<file path="src/design/datapathPkg.sv">
package datapathPkg;

	localparam int wordWidth = 32;
	localparam int numRegs = 16;
	localparam int memDepth = 256;
	localparam int addrWidth = 8;

	typedef logic [wordWidth-1:0] wordT;
	typedef logic [addrWidth-1:0] addrT;

	// Control steps of the sequencer
	// idle waits for start, halted waits for the next start
	typedef enum logic [3:0] {
		stepIdle,
		stepT0,
		stepT1,
		stepT2,
		stepT3,
		stepT4,
		stepT5,
		stepT6,
		stepT7,
		stepHalted
	} stepT;

	// ALU functions with passB also serving the PC increment
	typedef enum logic [2:0] {
		aluAdd,
		aluSub,
		aluAnd,
		aluOr,
		aluPassB
	} aluOpT;

endpackage

</file>
<file path="src/design/ctrlIf.sv">
interface ctrlIf;

	// Register load strobes
	logic pcIn;
	logic marIn;
	logic mdrIn;
	logic irIn;
	logic yIn;
	logic zIn;
	logic rIn;

	// Bus source strobes, one at a time
	logic pcOut;
	logic mdrOut;
	logic zOut;
	logic rOut;
	logic baOut;
	logic cOut;

	logic incPc;
	logic read;
	logic write;
	logic outIn;

	datapathPkg::aluOpT aluOp;

	// Which IR field picks the general register
	logic gra;
	logic grb;
	logic grc;

	datapathPkg::wordT cSext;

	modport seq (output pcIn, marIn, mdrIn, irIn, yIn, zIn, rIn, pcOut, mdrOut, zOut,
		rOut, baOut, cOut, incPc, read, write, outIn, aluOp, gra, grb, grc, cSext);
	modport mem (input pcIn, marIn, mdrIn, read, write);
	modport regs (input rIn, baOut, gra, grb, grc);
	modport alu (input yIn, zIn, incPc, aluOp);
	modport bus (input pcOut, mdrOut, zOut, rOut, baOut, cOut, outIn, cSext);

endinterface

</file>
<file path="src/design/busSelect.sv">
module busSelect (
	input  logic clk,
	input  logic arstN,
	ctrlIf.bus ctrl,
	input  datapathPkg::wordT pcValue,
	input  datapathPkg::wordT mdrValue,
	input  datapathPkg::wordT regValue,
	input  datapathPkg::wordT zValue,
	output datapathPkg::wordT bus,
	output datapathPkg::wordT outData,
	output logic outValid
);

	// Only one source is enabled per step
	always_comb begin
		if (ctrl.pcOut) begin
			bus = pcValue;
		end else if (ctrl.mdrOut) begin
			bus = mdrValue;
		end else if (ctrl.zOut) begin
			bus = zValue;
		end else if (ctrl.rOut || ctrl.baOut) begin
			bus = regValue;
		end else if (ctrl.cOut) begin
			bus = ctrl.cSext;
		end else begin
			bus = '0;
		end
	end

	always_ff @(posedge clk) begin
		if (ctrl.outIn) begin
			outData <= bus;
		end
	end

	// High for the cycle after the out step
	always_ff @(posedge clk or negedge arstN) begin
		if (!arstN) begin
			outValid <= 1'b0;
		end else begin
			outValid <= ctrl.outIn;
		end
	end

endmodule

</file>
<file path="src/flat_wrapper.sv">
// flat-port wrapper written by rule: the top's interface ports become plain ports
module busSelect_flat 
  (clk, arstN, pcValue, mdrValue, regValue, zValue, bus, outData, outValid, ctrl_pcOut, ctrl_mdrOut, ctrl_zOut, ctrl_rOut, ctrl_baOut, ctrl_cOut, ctrl_outIn, ctrl_cSext);
  ctrlIf ctrl_i ();
  input  logic clk;
  input  logic arstN;
  input  datapathPkg::wordT pcValue;
  input  datapathPkg::wordT mdrValue;
  input  datapathPkg::wordT regValue;
  input  datapathPkg::wordT zValue;
  output datapathPkg::wordT bus;
  output datapathPkg::wordT outData;
  output logic outValid;
  input wire logic [$bits(ctrl_i.pcOut)-1:0] ctrl_pcOut;
  input wire logic [$bits(ctrl_i.mdrOut)-1:0] ctrl_mdrOut;
  input wire logic [$bits(ctrl_i.zOut)-1:0] ctrl_zOut;
  input wire logic [$bits(ctrl_i.rOut)-1:0] ctrl_rOut;
  input wire logic [$bits(ctrl_i.baOut)-1:0] ctrl_baOut;
  input wire logic [$bits(ctrl_i.cOut)-1:0] ctrl_cOut;
  input wire logic [$bits(ctrl_i.outIn)-1:0] ctrl_outIn;
  input wire logic [$bits(ctrl_i.cSext)-1:0] ctrl_cSext;
  assign ctrl_i.pcOut = ctrl_pcOut;
  assign ctrl_i.mdrOut = ctrl_mdrOut;
  assign ctrl_i.zOut = ctrl_zOut;
  assign ctrl_i.rOut = ctrl_rOut;
  assign ctrl_i.baOut = ctrl_baOut;
  assign ctrl_i.cOut = ctrl_cOut;
  assign ctrl_i.outIn = ctrl_outIn;
  assign ctrl_i.cSext = ctrl_cSext;
  busSelect u_core (.clk(clk), .arstN(arstN), .ctrl(ctrl_i), .pcValue(pcValue), .mdrValue(mdrValue), .regValue(regValue), .zValue(zValue), .bus(bus), .outData(outData), .outValid(outValid));
endmodule
</file>
<file path="config.mk">
export PLATFORM = sky130hd
export DESIGN_NAME = busSelect_flat
export DESIGN_NICKNAME = d
export VERILOG_FILES = /design/src/design/datapathPkg.sv /design/src/design/ctrlIf.sv /design/src/design/busSelect.sv /design/src/flat_wrapper.sv
export SDC_FILE = /design/constraint.sdc
export NUM_CORES = 1
export LEC_CHECK = 0
export CAP_MARGIN = 20
export CORE_AREA = 4 4 89 91
export CTS_CLUSTER_DIAMETER = 40
export DETAILED_ROUTE_END_ITERATION = 10
export DIE_AREA = 0 0 93 95
export DONT_BUFFER_PORTS = 1
export SLEW_MARGIN = 20
export SYNTH_ARGS = -nofsm -noshare
export SYNTH_HDL_FRONTEND = slang
export SYNTH_SLANG_ARGS = --single-unit
</file>
<file path="constraint.sdc">
create_clock -name clk -period 1.87 [get_ports clk]
set_input_delay 0.0935 -clock clk [delete_from_list [all_inputs] [get_ports clk]]
set_output_delay 0.0935 -clock clk [all_outputs]
set_load 0.01 [all_outputs]
</file>
==> results.md <==
* CP Class: primary input to output port
* FFs w/ async S/R, synth at 3.030%
* Postcts setup bufs at 0
* Core ar. at 0.007137 sq mm
* Cell accounting for the most synthesized area: edfxtp_1
* Vias in the first global route at 2659
* Clock tree from TritonCTS: done
* Root buffer cell: clkbuf_8
* Drt pass-1 iters at 5
* Worst hold slack at 0.04008 ns
* I/O pins at 234
* Sequential area share after synthesis at 34.93%
* Die Y-Extent at 95 um
* Status: completed
* Initial Util at 39.55%
* Gr usage total at 19.93%
* Post-CTS Resized at 0
* Leak at 1.068 nW
* Row count at 31
* ANT cells at 0
* Final period utilization at 73.38%
* Share of layout cells above drive strength 1 at 20.80%
* CTS H-Tree Depth at 2
* Clk sinks at 33
* F_max at 0.7287 GHz
* Post-synthesis register bit count at 33
* Die ar. at 0.008835 sq mm
* First-pass GRT wire length at 13810 um
* Crit start category: primary input
* Clock Path Buffers at 2
* Syn-to-layout area delta at 2.660%
* Worst EP arrival at 1.28 ns
* Peak supply drop at 0.0002977 V
* Port bufs at 0
* Slew headroom at 62.21%
* Worst slew pin tran at 0.5669 ns
* Top post-synthesis cells by count: edfxtp_1 (32), inv_1 (32), nand2_1 (32), nand3_1 (32), nor2_1 (32)
* Routability-driven placement congestion ratio at 0.8181
* Clock slew at reported path FFs at 0.07 ns
* Crit path max fanout at 32
* Post-synth top area share at 34.04%
* Total wire length at 9454 um
* Max-slew violations at 0
* Syn nets at 464
* 1st-iter DRT viols at 144
* Total power divided by cell area at 672.2 mW/mm^2
* Syn_area_per_cell at 9.568 sq um
* Initial antenna violation count at 0
* EDFF count, synth at 32
* Wire length per cell at 25.35 um
* Synth area leaders: edfxtp_1 (34%), a221oi_2 (16%), a221o_1 (11%)
* RSZ-0062 raised after global routing: no
* Post-Place Worst Slack at 0.3985 ns
* Total grt overflow at 0
* Critical Path End Type: output port
* Worst Hold Class: primary input to async pin
* Via density per instance at 6.764
* DRC at 0
* TritonCTS buffer count at 5
* Via Count at 2523
* Total Nets Final at 442
* Max Cap Viol at 0
* Post-layout min period at 1.372 ns
* Final Hold Viols at 0
* Largest net degree at the start of global routing at 97
* Final HPWL DP at 6558 um
* Post-route ant nets at 0
* Setup violators final at 0
* Syn Inst Count at 295
* Mapped Area at 0.002823 sq mm
* Main synth FF type: edfxtp_1
* Ys Warns at 0
* Slack of the critical path at 0.4977 ns
* Cell variety after synth at 18
* Critical Path RT at 1.78 ns
* Die width at 93 um
* Sum Neg Setup Slack at 0 ns
-- stage by stage --
step	utilization [%]	area (sq um)	total power, W	instances
final	40.60	2898	0.001948	373
after global routing	40.60	2898	0.002052	373
after CTS	40.60	2898	0.001977	373
after detailed placement	38.76	2766	0.001335	363
after global placement	38.76	2766	0.001326	363
after floorplan	-	2823	0.001345	295
-- flip-flops by register name (all words and copies together), names as in the netlist --
name	count
u_core.outData	32
u_core.outValid	1
-- cell families after synthesis --
group,count (synthesis),share of synthesized area [%]
buffers and inverters,67,11.79
flip-flops,33,34.93
AO/OA/AOI/OAI,96,38.39
AND/OR/NAND/NOR,99,14.89
-- worst max-delay path: stages --
cell and delay, ns:
or2_2 0.27, buf_4 0.30, a221oi_2 0.27, a22oi_1 0.16, buf_4 0.17
-- final cells by class --
class | count | area, sq um
Inverter | 32 | 120.1
Clock inverter | 1 | 5.005
Clock buffer | 7 | 96.34
Multi-Input combinational cell | 195 | 1506
Fill cell | 739 | 4239
Timing Repair Buffer | 6 | 60.06
Sequential cell | 33 | 985.9
Tap cell | 99 | 123.9
-- routing by layer --
layer / vias to the layer above / wire length, um / GRT usage, %
li1: 1098 / - / -
met1: 1242 / 3127 / 20.90
met2: 166 / 5082 / 36.05
met3: 17 / 1041 / 7.171
met4: 0 / 202 / 8.303
met5: - / 0 / 0
-- timing repair --
action | in CTS | in global routing
hold buffers | 2 | 0
endpoints found under the hold margin | 34 | 0
endpoints found under the setup margin | 0 | 0
-- layout by cell type, fill, tap and decap left out --
master / instances
a211o_1: 1
a221o_1: 31
a221oi_1: 1
a221oi_2: 31
a22oi_1: 22
a22oi_2: 10
buf_12: 1
buf_4: 4
clkbuf_8: 7
clkinv_2: 1
dfrtp_1: 1
dlygate4sd3_1: 1
edfxtp_1: 32
inv_1: 32
nand2_1: 32
nand3_1: 32
nor2_1: 31
nor2_2: 1
nor3b_1: 1
or2_2: 2
-- worst paths after layout --
| path | startpoint | slack (ns) | cells past startpoint | endpoint |
|---|---|---|---|---|
| worst min-delay path | arstN | 0.04 | 1 | u_core.outValid$_DFF_PN0_ |
| max in group asynchronous | arstN | 1.71 | 1 | u_core.outValid$_DFF_PN0_ |
| min in group clk | ctrl_outIn | 0.05 | 1 | u_core.outValid$_DFF_PN0_ |
| worst max-delay path | ctrl_baOut | 0.50 | 5 | bus[26] |
-- power by group --
part	internal (W)	switching, W
clock	0.000333	0.000278
sequential	0.000908	0.0000685
combinational	0.000146	0.000214
total	0.00139	0.000561
(Power assumes the default switching activity.)
