===== src/design/datapathPkg.sv =====
package datapathPkg;

	localparam int wordWidth = 32;
	localparam int numRegs = 16;
	localparam int memDepth = 256;
	localparam int addrWidth = 8;

	typedef logic [wordWidth-1:0] wordT;
	typedef logic [addrWidth-1:0] addrT;

	// Control steps of the sequencer
	// idle waits for start, halted waits for the next start
	typedef enum logic [3:0] {
		stepIdle,
		stepT0,
		stepT1,
		stepT2,
		stepT3,
		stepT4,
		stepT5,
		stepT6,
		stepT7,
		stepHalted
	} stepT;

	// ALU functions with passB also serving the PC increment
	typedef enum logic [2:0] {
		aluAdd,
		aluSub,
		aluAnd,
		aluOr,
		aluPassB
	} aluOpT;

endpackage


===== src/design/ctrlIf.sv =====
interface ctrlIf;

	// Register load strobes
	logic pcIn;
	logic marIn;
	logic mdrIn;
	logic irIn;
	logic yIn;
	logic zIn;
	logic rIn;

	// Bus source strobes, one at a time
	logic pcOut;
	logic mdrOut;
	logic zOut;
	logic rOut;
	logic baOut;
	logic cOut;

	logic incPc;
	logic read;
	logic write;
	logic outIn;

	datapathPkg::aluOpT aluOp;

	// Which IR field picks the general register
	logic gra;
	logic grb;
	logic grc;

	datapathPkg::wordT cSext;

	modport seq (output pcIn, marIn, mdrIn, irIn, yIn, zIn, rIn, pcOut, mdrOut, zOut,
		rOut, baOut, cOut, incPc, read, write, outIn, aluOp, gra, grb, grc, cSext);
	modport mem (input pcIn, marIn, mdrIn, read, write);
	modport regs (input rIn, baOut, gra, grb, grc);
	modport alu (input yIn, zIn, incPc, aluOp);
	modport bus (input pcOut, mdrOut, zOut, rOut, baOut, cOut, outIn, cSext);

endinterface


===== src/design/aluStage.sv =====
module aluStage (
	input  logic clk,
	input  logic arstN,
	ctrlIf.alu ctrl,
	input  datapathPkg::wordT bus,
	output datapathPkg::wordT zValue
);

	datapathPkg::wordT y;
	datapathPkg::wordT z;
	datapathPkg::wordT result;

	// Y is the first operand, the bus is the second
	always_comb begin
		case (ctrl.aluOp)
			datapathPkg::aluAdd: result = y + bus;
			datapathPkg::aluSub: result = y - bus;
			datapathPkg::aluAnd: result = y & bus;
			datapathPkg::aluOr: result = y | bus;
			default: begin
				// Fetch step adds one to the PC on the bus
				result = ctrl.incPc ? bus + 1'b1 : bus;
			end
		endcase
	end

	always_ff @(posedge clk or negedge arstN) begin
		if (!arstN) begin
			y <= '0;
			z <= '0;
		end else begin
			if (ctrl.yIn) begin
				y <= bus;
			end
			if (ctrl.zIn) begin
				z <= result;
			end
		end
	end

	assign zValue = z;

endmodule


===== src/flat_wrapper.sv =====
// flat-port wrapper written by rule: the top's interface ports become plain ports
module aluStage_flat 
  (clk, arstN, bus, zValue, ctrl_yIn, ctrl_zIn, ctrl_incPc, ctrl_aluOp);
  ctrlIf ctrl_i ();
  input  logic clk;
  input  logic arstN;
  input  datapathPkg::wordT bus;
  output datapathPkg::wordT zValue;
  input wire logic [$bits(ctrl_i.yIn)-1:0] ctrl_yIn;
  input wire logic [$bits(ctrl_i.zIn)-1:0] ctrl_zIn;
  input wire logic [$bits(ctrl_i.incPc)-1:0] ctrl_incPc;
  input wire logic [$bits(ctrl_i.aluOp)-1:0] ctrl_aluOp;
  assign ctrl_i.yIn = ctrl_yIn;
  assign ctrl_i.zIn = ctrl_zIn;
  assign ctrl_i.incPc = ctrl_incPc;
  assign ctrl_i.aluOp = ctrl_aluOp;
  aluStage u_core (.clk(clk), .arstN(arstN), .ctrl(ctrl_i), .bus(bus), .zValue(zValue));
endmodule

===== config.mk =====
export PLATFORM = sky130hd
export DESIGN_NAME = aluStage_flat
export DESIGN_NICKNAME = d
export VERILOG_FILES = /design/src/design/datapathPkg.sv /design/src/design/ctrlIf.sv /design/src/design/aluStage.sv /design/src/flat_wrapper.sv
export SDC_FILE = /design/constraint.sdc
export NUM_CORES = 1
export LEC_CHECK = 0
export BUFFER_PORTS_ARGS = -buffer_cell sky130_fd_sc_hd__buf_2
export CAP_MARGIN = 0
export CORE_MARGIN = 5
export CORE_UTILIZATION = 35
export CTS_CLUSTER_DIAMETER = 30
export DETAILED_ROUTE_END_ITERATION = 10
export PLACE_DENSITY = 0.53
export SYNTH_ARGS = -nofsm -noshare
export SYNTH_HDL_FRONTEND = slang
export SYNTH_SLANG_ARGS = --single-unit

===== constraint.sdc =====
create_clock -name clk -period 4.8 [get_ports clk]
set_input_delay 0.96 -clock clk [delete_from_list [all_inputs] [get_ports clk]]
set_output_delay 0.96 -clock clk [all_outputs]
set_load 0.1 [all_outputs]

==> qor.json <==
{
  "status": "finished, final reports clean",
  "max_freq_ghz": 0.228,
  "drcViolationCount": 0,
  "synth-seq-cells": 64,
  "synth_edf_count": 0,
  "design.core.area_um2": 17400,
  "synthesis.area_um2": 6240,
  "setup-tns-final_ns": 0,
  "min_from": "u_core.zValue[19]",
  "cts.htree.levels": 3,
  "timing.rr.start": "u_core.y[0]",
  "sequential_cell_area_um2": 1600,
  "multi_input_area_um2": 4290,
  "design.final.nets": 888,
  "critPathKind": "input pin to flip-flop",
  "io_buffers": 71,
  "route.detailed.vias_per_inst": 5.37,
  "crit_path_end_kind": "flip-flop",
  "grt_setup_unrepaired": "false",
  "grt_remaining_overflow": 0,
  "p_total_mw": 2.45,
  "antenna_violating_nets_post_route": 0,
  "grt_start_max_net_pins": 42,
  "worst_ep_arrival_time_ns": 4.59,
  "finalHoldViolCount": 0,
  "dr.pass1.iters": 5,
  "report.final.slew_viol_count": 0,
  "overall_die_area_um2": 20600,
  "largest_family_of_logic_cells_by_synthesized_area": "compound AO/OA/AOI/OAI gates",
  "global_route.usage.total_pct": 19.1,
  "wire_length_of_the_first_global_routing_pass_um": 30600,
  "max_cap_viol_count": 0,
  "compound_gate_portion_of_the_synthesized_area_pct": 22.3,
  "critPathRequiredTime_ns": 5.01,
  "final_period_demand_of_the_worst_path_ns": 4.38,
  "postSynth.asyncResetShare_pct": 100,
  "worst_clock_skew_ns": 0.00646,
  "synth_warnings": 0,
  "initial_cell_density_of_the_core_pct": 35.8,
  "cp-startpoint": "bus[9]",
  "die_height_um": 144,
  "tritoncts.num_buffers": 9,
  "clock_tree.buffer_depth": 2,
  "slew_headroom_pct": 41.0,
  "detailedRoute.firstIterationViolations": 442,
  "place.detailed.hpwl_um": 14500,
  "synth.lib_cells_used.distinct": 70,
  "syn_nets": 831,
  "layout.filler_cells": 1828,
  "post_route_cells_drive_above_1_share_pct": 21.8,
  "cellLeakagePower_nw": 2.97,
  "synth-xor-area-share_pct": 12.2,
  "ys.flop_type": "sky130_fd_sc_hd__dfrtp_1",
  "cts.clk_slew.worst_paths_ns": 0.06,
  "setup_viol": 0,
  "core_rows": 48,
  "hp-class": "flip-flop to flip-flop",
  "startpoint_type": "input pin",
  "synth-seq-area-share_pct": 25.7,
  "areaGrowthSynthToFinish_pct": 14.9,
  "grt_pass1_vias": 5402,
  "totalWireLength_um": 19300,
  "cts-root-buf": "sky130_fd_sc_hd__clkbuf_16",
  "ctsHoldBuffers": 0,
  "synth_simple_gate_area_share_pct": 16.6,
  "post-cts-setup-buffer-count": 0,
  "ratio_of_final_minimum_period_to_clock_period_pct": 91.3,
  "peakVddDrop_uv": 186,
  "mux_cell_area_share_after_synthesis_pct": 7.02,
  "final_routed_wire_length_divided_by_cell_count_um": 18.6,
  "tritoncts": "yes",
  "antenna_found_initial": 0,
  "power.density_cell_area_nw_per_um2": 343,
  "vias": 5591,
  "final_replace_weighted_congestion": 0.931,
  "layout_commonest_cell": "sky130_fd_sc_hd__buf_2",
  "top_level_ports": 72,
  "antenna_cells_inserted": 0,
  "die_width_um": 144,
  "clock_sink_count": 64,
  "layout_common_cells": "71 x sky130_fd_sc_hd__buf_2, 70 x sky130_fd_sc_hd__nor2_1, 68 x sky130_fd_sc_hd__nand2_1, 64 x sky130_fd_sc_hd__dfrtp_1, 62 x sky130_fd_sc_hd__a21oi_1",
  "crit_path_max_fanout": 7,
  "synth_adder_area_share_pct": 10.5,
  "average_cell_area_after_synthesis_um2": 8.26,
  "max_slew.worst_pin.slew_ns": 0.885,
  "clkLatencyLatePin_ns": 0.34,
  "syn_inst": 755
}
[flip-flops by register name, summed over array words and instances, names as in the netlist]
register,cells
u_core.y,32
u_core.zValue,32
[cell families after synthesis]
logic type / count (synthesis)
muxes: 39
adders and majority gates: 56
DFF: 64
xor gates and xnor gates: 87
AOI/OAI and AO/OA: 210
buffers and inverters: 86
and+or+nand+nor: 213
[final cells by class]
class | instances | share of cell area [%]
multi-input combinational | 605 | 59.9
timing repair buffer | 108 | 8.83
sequential | 64 | 22.3
clock inverter | 3 | 0.244
inverter | 24 | 1.26
clock buffer | 13 | 3.49
tap | 225 | 3.93
[cells in the mapped netlist (5+ instances only)]
cell type                  number  share of area (%)
sky130_fd_sc_hd__clkbuf_1      42                2.5
sky130_fd_sc_hd__mux2_2        34                6.1
sky130_fd_sc_hd__nor2b_1        7               0.70
sky130_fd_sc_hd__xnor2_1       56                7.9
sky130_fd_sc_hd__nand4_1       11                1.1
sky130_fd_sc_hd__a211oi_1       7               0.84
sky130_fd_sc_hd__nand3_1       13                1.0
sky130_fd_sc_hd__o21a_1         5               0.60
sky130_fd_sc_hd__a31oi_1       14                1.4
sky130_fd_sc_hd__and3_1         8               0.80
sky130_fd_sc_hd__o31ai_1        7               0.84
sky130_fd_sc_hd__maj3_1        20                3.2
sky130_fd_sc_hd__o21ai_0       44                3.5
sky130_fd_sc_hd__a311oi_1       5               0.70
sky130_fd_sc_hd__inv_1         23                1.4
sky130_fd_sc_hd__dfrtp_1       64                 26
sky130_fd_sc_hd__nor3_1        14                1.1
sky130_fd_sc_hd__xor2_1        31                4.4
sky130_fd_sc_hd__a21o_1         7               0.84
sky130_fd_sc_hd__buf_2         16                1.3
sky130_fd_sc_hd__a21oi_1       62                5.0
sky130_fd_sc_hd__o21ai_1        6               0.48
sky130_fd_sc_hd__ha_1          35                7.0
sky130_fd_sc_hd__nor2_1        70                4.2
sky130_fd_sc_hd__o211ai_1      13                1.6
sky130_fd_sc_hd__nand2_1       68                4.1
[per-stage QoR]
stage               area [um2]  setup WS [ns]  instances  hold slack, ns  util [%]
global route              7170         0.0533       1042           0.496      41.1
finish                    7170          0.417       1042           0.480      41.1
CTS                       7160          0.311       1042           0.480      41.1
detailed placement        6890        -0.0385       1026           0.468      39.6
floorplan                 6240          0.299        755           0.511         -
global placement          6890       -0.00980       1026           0.462      39.6
[repair_timing]
action | in CTS | in global routing
endpoints found under the setup margin | 0 | 1
resized for setup | 0 | 1
endpoints found under the hold margin | 0 | 0
[worst paths after layout]
kind,to,slack (ns),cells after the start
worst max-delay path,u_core.zValue[31],0.42,20
worst min-delay path,u_core.zValue[19],0.48,1
worst max register to register,u_core.zValue[24],1.78,14
worst min register to register,u_core.zValue[19],0.48,1
max in group asynchronous,u_core.zValue[30],3.14,2
min in group asynchronous,u_core.y[16],0.73,1
[power by group]
part           internal [mW]  leakage, nW  switching [mW]
Combinational          0.377         2.08           0.806
Clock                  0.362        0.130           0.246
Sequential             0.611        0.753          0.0530
Total                   1.35         2.97            1.10
[layer usage]
layer	share of wire, %	up-vias	global-route usage, %
met1	50	2654	27.6
met2	45	97	29.8
met3	3.7	19	3.00
met5	0	-	0
li1	-	2821	-
met4	1.6	0	5.30
[worst max-delay path, cell delays in order]
cell and delay (ns):
sky130_fd_sc_hd__buf_2 0.16, sky130_fd_sc_hd__nor4_4 0.29, sky130_fd_sc_hd__nand2_1 0.16, sky130_fd_sc_hd__nor2_1 0.11
sky130_fd_sc_hd__nand2_1 0.11, sky130_fd_sc_hd__nor2_1 0.10, sky130_fd_sc_hd__nand2_1 0.09, sky130_fd_sc_hd__nor2_1 0.33
sky130_fd_sc_hd__nor2_1 0.09, sky130_fd_sc_hd__xnor2_1 0.14, sky130_fd_sc_hd__ha_1 0.37, sky130_fd_sc_hd__a21oi_1 0.21
sky130_fd_sc_hd__o21ai_0 0.10, sky130_fd_sc_hd__a31oi_1 0.23, sky130_fd_sc_hd__o2111ai_1 0.15, sky130_fd_sc_hd__and3_1 0.23
sky130_fd_sc_hd__a2111oi_4 0.36, sky130_fd_sc_hd__a21oi_1 0.13, sky130_fd_sc_hd__xnor2_1 0.17, sky130_fd_sc_hd__a21oi_1 0.08
No activity file was read; power rests on OpenSTA's default activity.
