`config.mk`:
```
export PLATFORM = sky130hd
export DESIGN_NAME = controlSequencer_flat
export DESIGN_NICKNAME = d
export VERILOG_FILES = /design/src/design/datapathPkg.sv /design/src/design/isaPkg.sv /design/src/design/ctrlIf.sv /design/src/design/controlSequencer.sv /design/src/flat_wrapper.sv
export SDC_FILE = /design/constraint.sdc
export NUM_CORES = 1
export LEC_CHECK = 0
export BUFFER_PORTS_ARGS = -buffer_cell sky130_fd_sc_hd__buf_4
export CAP_MARGIN = 20
export CELL_PAD_IN_SITES_DETAIL_PLACEMENT = 1
export CELL_PAD_IN_SITES_GLOBAL_PLACEMENT = 1
export CORE_ASPECT_RATIO = 0.6
export CORE_MARGIN = 4
export CORE_UTILIZATION = 30
export DETAILED_ROUTE_END_ITERATION = 12
export HOLD_SLACK_MARGIN = 0.1
export PLACE_DENSITY_LB_ADDON = 0.1
export SLEW_MARGIN = 20
export SYNTH_ARGS = -nofsm -noshare
export SYNTH_HDL_FRONTEND = slang
export SYNTH_SLANG_ARGS = --single-unit
```
`constraint.sdc`:
```
create_clock -name clk -period 5.7 [get_ports clk]
set_input_delay 1.425 -clock clk [delete_from_list [all_inputs] [get_ports clk]]
set_output_delay 1.425 -clock clk [all_outputs]
set_load 0.005 [all_outputs]
```
`src/design/datapathPkg.sv`:
```
package datapathPkg;

	localparam int wordWidth = 32;
	localparam int numRegs = 16;
	localparam int memDepth = 256;
	localparam int addrWidth = 8;

	typedef logic [wordWidth-1:0] wordT;
	typedef logic [addrWidth-1:0] addrT;

	// Control steps of the sequencer
	// idle waits for start, halted waits for the next start
	typedef enum logic [3:0] {
		stepIdle,
		stepT0,
		stepT1,
		stepT2,
		stepT3,
		stepT4,
		stepT5,
		stepT6,
		stepT7,
		stepHalted
	} stepT;

	// ALU functions with passB also serving the PC increment
	typedef enum logic [2:0] {
		aluAdd,
		aluSub,
		aluAnd,
		aluOr,
		aluPassB
	} aluOpT;

endpackage

```
`src/design/isaPkg.sv`:
```
package isaPkg;

	localparam int opcodeWidth = 5;
	localparam int regIdxWidth = 4;
	localparam int constWidth = 19;
	localparam int unusedWidth = 15;

	// Opcodes of the supported instructions
	// Any value outside this list is executed as halt
	typedef enum logic [opcodeWidth-1:0] {
		opLd   = 5'd0,
		opSt   = 5'd1,
		opAdd  = 5'd2,
		opSub  = 5'd3,
		opAnd  = 5'd4,
		opOr   = 5'd5,
		opAddi = 5'd6,
		opAndi = 5'd7,
		opOri  = 5'd8,
		opOut  = 5'd9,
		opHalt = 5'd10
	} opcodeT;

	typedef logic [regIdxWidth-1:0] regIdxT;

	// Three-register format
	typedef struct packed {
		opcodeT opcode;
		regIdxT ra;
		regIdxT rb;
		regIdxT rc;
		logic [unusedWidth-1:0] unused;
	} rFmtT;

	// Register plus immediate format, also used by ld and st
	typedef struct packed {
		opcodeT opcode;
		regIdxT ra;
		regIdxT rb;
		logic [constWidth-1:0] c;
	} iFmtT;

	typedef union packed {
		rFmtT rFmt;
		iFmtT iFmt;
	} instrU;

endpackage

```
`src/design/ctrlIf.sv`:
```
interface ctrlIf;

	// Register load strobes
	logic pcIn;
	logic marIn;
	logic mdrIn;
	logic irIn;
	logic yIn;
	logic zIn;
	logic rIn;

	// Bus source strobes, one at a time
	logic pcOut;
	logic mdrOut;
	logic zOut;
	logic rOut;
	logic baOut;
	logic cOut;

	logic incPc;
	logic read;
	logic write;
	logic outIn;

	datapathPkg::aluOpT aluOp;

	// Which IR field picks the general register
	logic gra;
	logic grb;
	logic grc;

	datapathPkg::wordT cSext;

	modport seq (output pcIn, marIn, mdrIn, irIn, yIn, zIn, rIn, pcOut, mdrOut, zOut,
		rOut, baOut, cOut, incPc, read, write, outIn, aluOp, gra, grb, grc, cSext);
	modport mem (input pcIn, marIn, mdrIn, read, write);
	modport regs (input rIn, baOut, gra, grb, grc);
	modport alu (input yIn, zIn, incPc, aluOp);
	modport bus (input pcOut, mdrOut, zOut, rOut, baOut, cOut, outIn, cSext);

endinterface

```
`src/design/controlSequencer.sv`:
```
module controlSequencer (
	input  logic clk,
	input  logic arstN,
	ctrlIf.seq ctrl,
	input  datapathPkg::wordT bus,
	input  logic start,
	output isaPkg::instrU irWord,
	output logic idle,
	output logic halted
);

	datapathPkg::stepT step;
	datapathPkg::stepT nextStep;
	isaPkg::instrU ir;
	isaPkg::opcodeT op;
	logic memOp;
	logic rType;
	logic iType;

	assign op = ir.rFmt.opcode;
	assign memOp = (op == isaPkg::opLd) || (op == isaPkg::opSt);
	assign rType = (op == isaPkg::opAdd) || (op == isaPkg::opSub) ||
		(op == isaPkg::opAnd) || (op == isaPkg::opOr);
	assign iType = (op == isaPkg::opAddi) || (op == isaPkg::opAndi) || (op == isaPkg::opOri);

	// Sign-extended immediate
	assign ctrl.cSext = {
		{(datapathPkg::wordWidth - isaPkg::constWidth){ir.iFmt.c[isaPkg::constWidth-1]}},
		ir.iFmt.c
	};

	always_ff @(posedge clk) begin
		if (ctrl.irIn) begin
			ir <= bus;
		end
	end

	always_ff @(posedge clk or negedge arstN) begin
		if (!arstN) begin
			step <= datapathPkg::stepIdle;
		end else begin
			step <= nextStep;
		end
	end

	always_comb begin
		case (step)
			datapathPkg::stepT0: nextStep = datapathPkg::stepT1;
			datapathPkg::stepT1: nextStep = datapathPkg::stepT2;
			datapathPkg::stepT2: nextStep = datapathPkg::stepT3;
			datapathPkg::stepT3: begin
				// halt and unknown opcodes stop here
				if (op == isaPkg::opOut) begin
					nextStep = datapathPkg::stepT0;
				end else if (memOp || rType || iType) begin
					nextStep = datapathPkg::stepT4;
				end else begin
					nextStep = datapathPkg::stepHalted;
				end
			end
			datapathPkg::stepT4: nextStep = datapathPkg::stepT5;
			datapathPkg::stepT5: nextStep = memOp ? datapathPkg::stepT6 : datapathPkg::stepT0;
			datapathPkg::stepT6: nextStep = datapathPkg::stepT7;
			datapathPkg::stepT7: nextStep = datapathPkg::stepT0;
			default: nextStep = start ? datapathPkg::stepT0 : step;
		endcase
	end

	// Strobes of each step
	always_comb begin
		ctrl.pcIn = 1'b0;
		ctrl.marIn = 1'b0;
		ctrl.mdrIn = 1'b0;
		ctrl.irIn = 1'b0;
		ctrl.yIn = 1'b0;
		ctrl.zIn = 1'b0;
		ctrl.rIn = 1'b0;
		ctrl.pcOut = 1'b0;
		ctrl.mdrOut = 1'b0;
		ctrl.zOut = 1'b0;
		ctrl.rOut = 1'b0;
		ctrl.baOut = 1'b0;
		ctrl.cOut = 1'b0;
		ctrl.incPc = 1'b0;
		ctrl.read = 1'b0;
		ctrl.write = 1'b0;
		ctrl.outIn = 1'b0;
		ctrl.gra = 1'b0;
		ctrl.grb = 1'b0;
		ctrl.grc = 1'b0;
		ctrl.aluOp = datapathPkg::aluPassB;
		case (step)
			datapathPkg::stepT0: begin
				ctrl.pcOut = 1'b1;
				ctrl.marIn = 1'b1;
				ctrl.incPc = 1'b1;
				ctrl.zIn = 1'b1;
			end
			datapathPkg::stepT1: begin
				ctrl.zOut = 1'b1;
				ctrl.pcIn = 1'b1;
				ctrl.read = 1'b1;
				ctrl.mdrIn = 1'b1;
			end
			datapathPkg::stepT2: begin
				ctrl.mdrOut = 1'b1;
				ctrl.irIn = 1'b1;
			end
			datapathPkg::stepT3: begin
				if (op == isaPkg::opOut) begin
					ctrl.gra = 1'b1;
					ctrl.rOut = 1'b1;
					ctrl.outIn = 1'b1;
				end else if (memOp || rType || iType) begin
					ctrl.grb = 1'b1;
					ctrl.rOut = !memOp;
					ctrl.baOut = memOp;
					ctrl.yIn = 1'b1;
				end
			end
			datapathPkg::stepT4: begin
				ctrl.zIn = 1'b1;
				ctrl.grc = rType;
				ctrl.rOut = rType;
				ctrl.cOut = !rType;
				case (op)
					isaPkg::opSub: ctrl.aluOp = datapathPkg::aluSub;
					isaPkg::opAnd, isaPkg::opAndi: ctrl.aluOp = datapathPkg::aluAnd;
					isaPkg::opOr, isaPkg::opOri: ctrl.aluOp = datapathPkg::aluOr;
					default: ctrl.aluOp = datapathPkg::aluAdd;
				endcase
			end
			datapathPkg::stepT5: begin
				ctrl.zOut = 1'b1;
				ctrl.marIn = memOp;
				ctrl.gra = !memOp;
				ctrl.rIn = !memOp;
			end
			datapathPkg::stepT6: begin
				// ld reads the RAM, st takes the data from ra
				ctrl.mdrIn = 1'b1;
				ctrl.read = (op == isaPkg::opLd);
				ctrl.gra = (op == isaPkg::opSt);
				ctrl.rOut = (op == isaPkg::opSt);
			end
			datapathPkg::stepT7: begin
				ctrl.mdrOut = (op == isaPkg::opLd);
				ctrl.gra = (op == isaPkg::opLd);
				ctrl.rIn = (op == isaPkg::opLd);
				ctrl.write = (op == isaPkg::opSt);
			end
			default: begin
			end
		endcase
	end

	assign irWord = ir;
	// Not running, so the program port may write
	assign idle = (step == datapathPkg::stepIdle) || (step == datapathPkg::stepHalted);
	assign halted = (step == datapathPkg::stepHalted);

endmodule

```
`src/flat_wrapper.sv`:
```
// flat-port wrapper written by rule: the top's interface ports become plain ports
module controlSequencer_flat 
  (clk, arstN, bus, start, irWord, idle, halted, ctrl_pcIn, ctrl_marIn, ctrl_mdrIn, ctrl_irIn, ctrl_yIn, ctrl_zIn, ctrl_rIn, ctrl_pcOut, ctrl_mdrOut, ctrl_zOut, ctrl_rOut, ctrl_baOut, ctrl_cOut, ctrl_incPc, ctrl_read, ctrl_write, ctrl_outIn, ctrl_aluOp, ctrl_gra, ctrl_grb, ctrl_grc, ctrl_cSext);
  ctrlIf ctrl_i ();
  input  logic clk;
  input  logic arstN;
  input  datapathPkg::wordT bus;
  input  logic start;
  output isaPkg::instrU irWord;
  output logic idle;
  output logic halted;
  output wire logic [$bits(ctrl_i.pcIn)-1:0] ctrl_pcIn;
  output wire logic [$bits(ctrl_i.marIn)-1:0] ctrl_marIn;
  output wire logic [$bits(ctrl_i.mdrIn)-1:0] ctrl_mdrIn;
  output wire logic [$bits(ctrl_i.irIn)-1:0] ctrl_irIn;
  output wire logic [$bits(ctrl_i.yIn)-1:0] ctrl_yIn;
  output wire logic [$bits(ctrl_i.zIn)-1:0] ctrl_zIn;
  output wire logic [$bits(ctrl_i.rIn)-1:0] ctrl_rIn;
  output wire logic [$bits(ctrl_i.pcOut)-1:0] ctrl_pcOut;
  output wire logic [$bits(ctrl_i.mdrOut)-1:0] ctrl_mdrOut;
  output wire logic [$bits(ctrl_i.zOut)-1:0] ctrl_zOut;
  output wire logic [$bits(ctrl_i.rOut)-1:0] ctrl_rOut;
  output wire logic [$bits(ctrl_i.baOut)-1:0] ctrl_baOut;
  output wire logic [$bits(ctrl_i.cOut)-1:0] ctrl_cOut;
  output wire logic [$bits(ctrl_i.incPc)-1:0] ctrl_incPc;
  output wire logic [$bits(ctrl_i.read)-1:0] ctrl_read;
  output wire logic [$bits(ctrl_i.write)-1:0] ctrl_write;
  output wire logic [$bits(ctrl_i.outIn)-1:0] ctrl_outIn;
  output wire logic [$bits(ctrl_i.aluOp)-1:0] ctrl_aluOp;
  output wire logic [$bits(ctrl_i.gra)-1:0] ctrl_gra;
  output wire logic [$bits(ctrl_i.grb)-1:0] ctrl_grb;
  output wire logic [$bits(ctrl_i.grc)-1:0] ctrl_grc;
  output wire logic [$bits(ctrl_i.cSext)-1:0] ctrl_cSext;
  assign ctrl_pcIn = ctrl_i.pcIn;
  assign ctrl_marIn = ctrl_i.marIn;
  assign ctrl_mdrIn = ctrl_i.mdrIn;
  assign ctrl_irIn = ctrl_i.irIn;
  assign ctrl_yIn = ctrl_i.yIn;
  assign ctrl_zIn = ctrl_i.zIn;
  assign ctrl_rIn = ctrl_i.rIn;
  assign ctrl_pcOut = ctrl_i.pcOut;
  assign ctrl_mdrOut = ctrl_i.mdrOut;
  assign ctrl_zOut = ctrl_i.zOut;
  assign ctrl_rOut = ctrl_i.rOut;
  assign ctrl_baOut = ctrl_i.baOut;
  assign ctrl_cOut = ctrl_i.cOut;
  assign ctrl_incPc = ctrl_i.incPc;
  assign ctrl_read = ctrl_i.read;
  assign ctrl_write = ctrl_i.write;
  assign ctrl_outIn = ctrl_i.outIn;
  assign ctrl_aluOp = ctrl_i.aluOp;
  assign ctrl_gra = ctrl_i.gra;
  assign ctrl_grb = ctrl_i.grb;
  assign ctrl_grc = ctrl_i.grc;
  assign ctrl_cSext = ctrl_i.cSext;
  controlSequencer u_core (.clk(clk), .arstN(arstN), .ctrl(ctrl_i), .bus(bus), .start(start), .irWord(irWord), .idle(idle), .halted(halted));
endmodule
```
==> run_results.csv <==
group,metric,value,unit
clock_network,cts_tree,"done",
synth,ys_seq_area_share,56.2,%
die,die-area,7670,um2
timing,hold_viol,0,
route,drt-total-wl,4.95,mm
timing,fin_crit_sh,65.4,%
timing,finClkSkew,11.0,ps
route,drt_iter0_drc,53,
setup_path,startpoint,"u_core.irWord[28]",
die,initial_utilization,30.9,%
route,first_pass_iters,3,
placement,numPortBuffers,123,
finish,fin_nets,281,
route,drc_errors,0,
clock_network,cts_sinks,36,
clock_network,postCtsSetupRepairBufs,0,
status,outcome,"finished clean",
synth,ys_seq_elements,36,
synth,synth_edf_count,32,
synth,yosysTopAreaCell,"edfxtp_1",
grt,grt_start_max_net_pins,34,
die,die_x,110,um
setup_path,end_kind,"primary output",
grt,antenna_found_initial,0,
timing,drv_slew,0,
setup_path,cp.arrival,2300,ps
setup_path,cp-endpoint,"ctrl_mdrOut",
placement,place.gp.congestion,0.720,
timing,rsz0062_at_grt,"no",
synth,netlist_area,1890,um2
clock_network,clk_latency,280,ps
die,io_pins,124,
worst_hold_path,hold_path_class,"reg2reg",
setup_path,reg2reg_depth,3,
setup_path,r2r_setup_slack,3910,ps
timing,max_slew_margin,52.8,%
finish,n_antenna_cell,0,
grt,track_usage,13.0,%
clock_network,clockBufferDepth,2,
die,rows,22,
die,dieHeight,69.5,um
setup_path,critPathLaunchType,"flop",
setup_path,critPathKind,"reg2out",
synth,avgSynthCellArea,11.7,um2
synth,async_reset_ff_share,11.1,%
synth,yosysUniqueCellTypes,43,
synth,yosysTopAreaCellShare,50.9,%
route,antenna_left,0,
clock_network,h-tree-depth,2,
timing,finalSetupTns,0,ps
clock_network,cts_made_buffers,5,
finish,area_growth,42.8,%
clock_network,cts_root_buf,"clkbuf_8",
die,core-area,6110,um2
finish,drive_gt1_share,54.3,%
synth,netlist_instances,161,
flow_run,drv_cap,0,
synth,synth.area.top_cells,"edfxtp_1, buf_4, dfrtp_1, nor3_1, nand2b_1",
synth,syn-num-nets,196,
clock_network,ctsResizeCount,0,
pwr,p_per_area,414,nW/um2
setup_path,r2r_end,"u_core.irWord[30]",
grt,grt_pass1_vias,1521,
setup_path,worst-endpoint-required,4280,ps
timing,worstMarginPinSlew,707,ps
timing,max_freq,0.268,GHz
grt,overflow,0,
timing,fin_crit,3730,ps
route,wl_per_cell,15.0,um
clock_network,cts.clk_slew.worst_paths,70,ps
pwr,leakagePower,1.17,nW
setup_path,r2r_start,"u_core.step[0]",
finish,nFillCells,699,
route,vias,1488,
timing,finalSetupViolCount,0,
pwr,total_power,0.00112,W
synth,synth_flop_cell,"edfxtp_1",
clock_network,postCtsHoldBufs,0,
pwr,irDropWorstVdd,0.183,mV
synth,yosysWarnings,0,
setup_path,cp_max_fo,10,
grt,grt_pass1_wl,8.14,mm
finish,fin_util,44.1,%
placement,hpwl,3.84,mm
route,via_per_inst,4.50,
[kinds of logic (layout without fill, tap and decap cells)]
group           after synthesis  in the layout  synth area share [%]
simple gates                 49             49                  16.0
buf+inv                      49            135                  17.4
flops                        36             36                  56.2
compound gates               24             24                  9.07
xor+xnor                      2              2                 0.927
mux                           1              1                 0.530
[critical path, cell delays in order, from the launching register on]
cell and delay [ps]:
edfxtp_1 550, or4_4 650, or4b_1 530, a21oi_1 160, buf_4 130
[how the worst min path moves through the flow]
stage	startpoint	to	slack, ps	depth (start not counted)
after floorplan	u_core.step[3]	u_core.step[1]	630	2
after global placement	u_core.irWord[31]	u_core.step[3]	710	2
after detailed placement	u_core.irWord[31]	u_core.step[3]	730	2
after CTS	u_core.irWord[31]	u_core.step[3]	740	2
after global routing	u_core.irWord[31]	u_core.step[3]	780	2
final	u_core.irWord[31]	u_core.step[3]	730	2
[registers in the layout, indices dropped and copies added, names as in the netlist]
signal	cells
u_core.irWord	32
u_core.step	4
[stage by stage]
| step | instance area, um2 | setup WS [ps] | std cells | hold WS [ps] |
|---|---|---|---|---|
| final | 2700 | 1970 | 331 | 733 |
| after global routing | 2700 | 1880 | 331 | 775 |
| after CTS | 2700 | 1970 | 331 | 745 |
| after detailed placement | 2610 | 2300 | 323 | 727 |
| after global placement | 2610 | 2310 | 323 | 708 |
| after floorplan | 1890 | 986 | 161 | 634 |
[layer usage]
layer  share of wire, %  global-route usage (%)
met2                 45                    19.5
met4               0.53                    3.69
met1                 44                    17.1
met5                  0                       0
met3                9.8                    5.75
[final cells by class]
type	instances	area, um2	area share, %
Clock buffer	6	72.6	2.69
Multi-Input combinational cell	76	505	18.7
Inverter	3	11.3	0.417
Clock inverter	2	11.3	0.417
Timing Repair Buffer	124	931	34.5
Tap cell	84	105	3.90
Sequential cell	36	1060	39.3
[power by group]
group | switching (W) | total [W] | internal [W]
Sequential | 0.000118 | 0.000492 | 0.000374
Clock | 0.0000840 | 0.000169 | 0.0000846
Combinational | 0.000189 | 0.000455 | 0.000266
Total | 0.000392 | 0.00112 | 0.000725
[cells in the final DEF (no fill, tap or decap), types with 2 or more instances in the layout]
cell type  netlist  final
and3_1           2      2
nor2b_1          3      3
and3b_1          2      2
buf_4           34    124
nand3b_1         2      2
a31oi_1          2      2
a21oi_1          4      4
edfxtp_1        32     32
nand2_1          3      3
o21ai_0          3      3
nor2_1          10     10
o21a_1           4      4
o221ai_1         2      2
clkbuf_8         0      5
nor3_1           8      7
nand2b_1         6      6
o211ai_1         2      2
inv_1            3      3
nor3b_1          3      3
dfrtp_1          4      4
[synthesized netlist by cell type, types with 2 or more instances]
| cell type | number |
|---|---|
| buf_6 | 2 |
| a31oi_1 | 2 |
| nor2_1 | 10 |
| nand2_1 | 3 |
| nand2b_1 | 6 |
| clkbuf_1 | 8 |
| inv_1 | 3 |
| buf_4 | 34 |
| and3_1 | 2 |
| a21oi_1 | 4 |
| edfxtp_1 | 32 |
| o211ai_1 | 2 |
| nor2b_1 | 3 |
| and3b_1 | 2 |
| o21ai_0 | 3 |
| nor3b_1 | 3 |
| nand3b_1 | 2 |
| dfrtp_1 | 4 |
| o221ai_1 | 2 |
| nor3_1 | 8 |
| o21a_1 | 4 |
No activity file was read; power rests on OpenSTA's default activity.
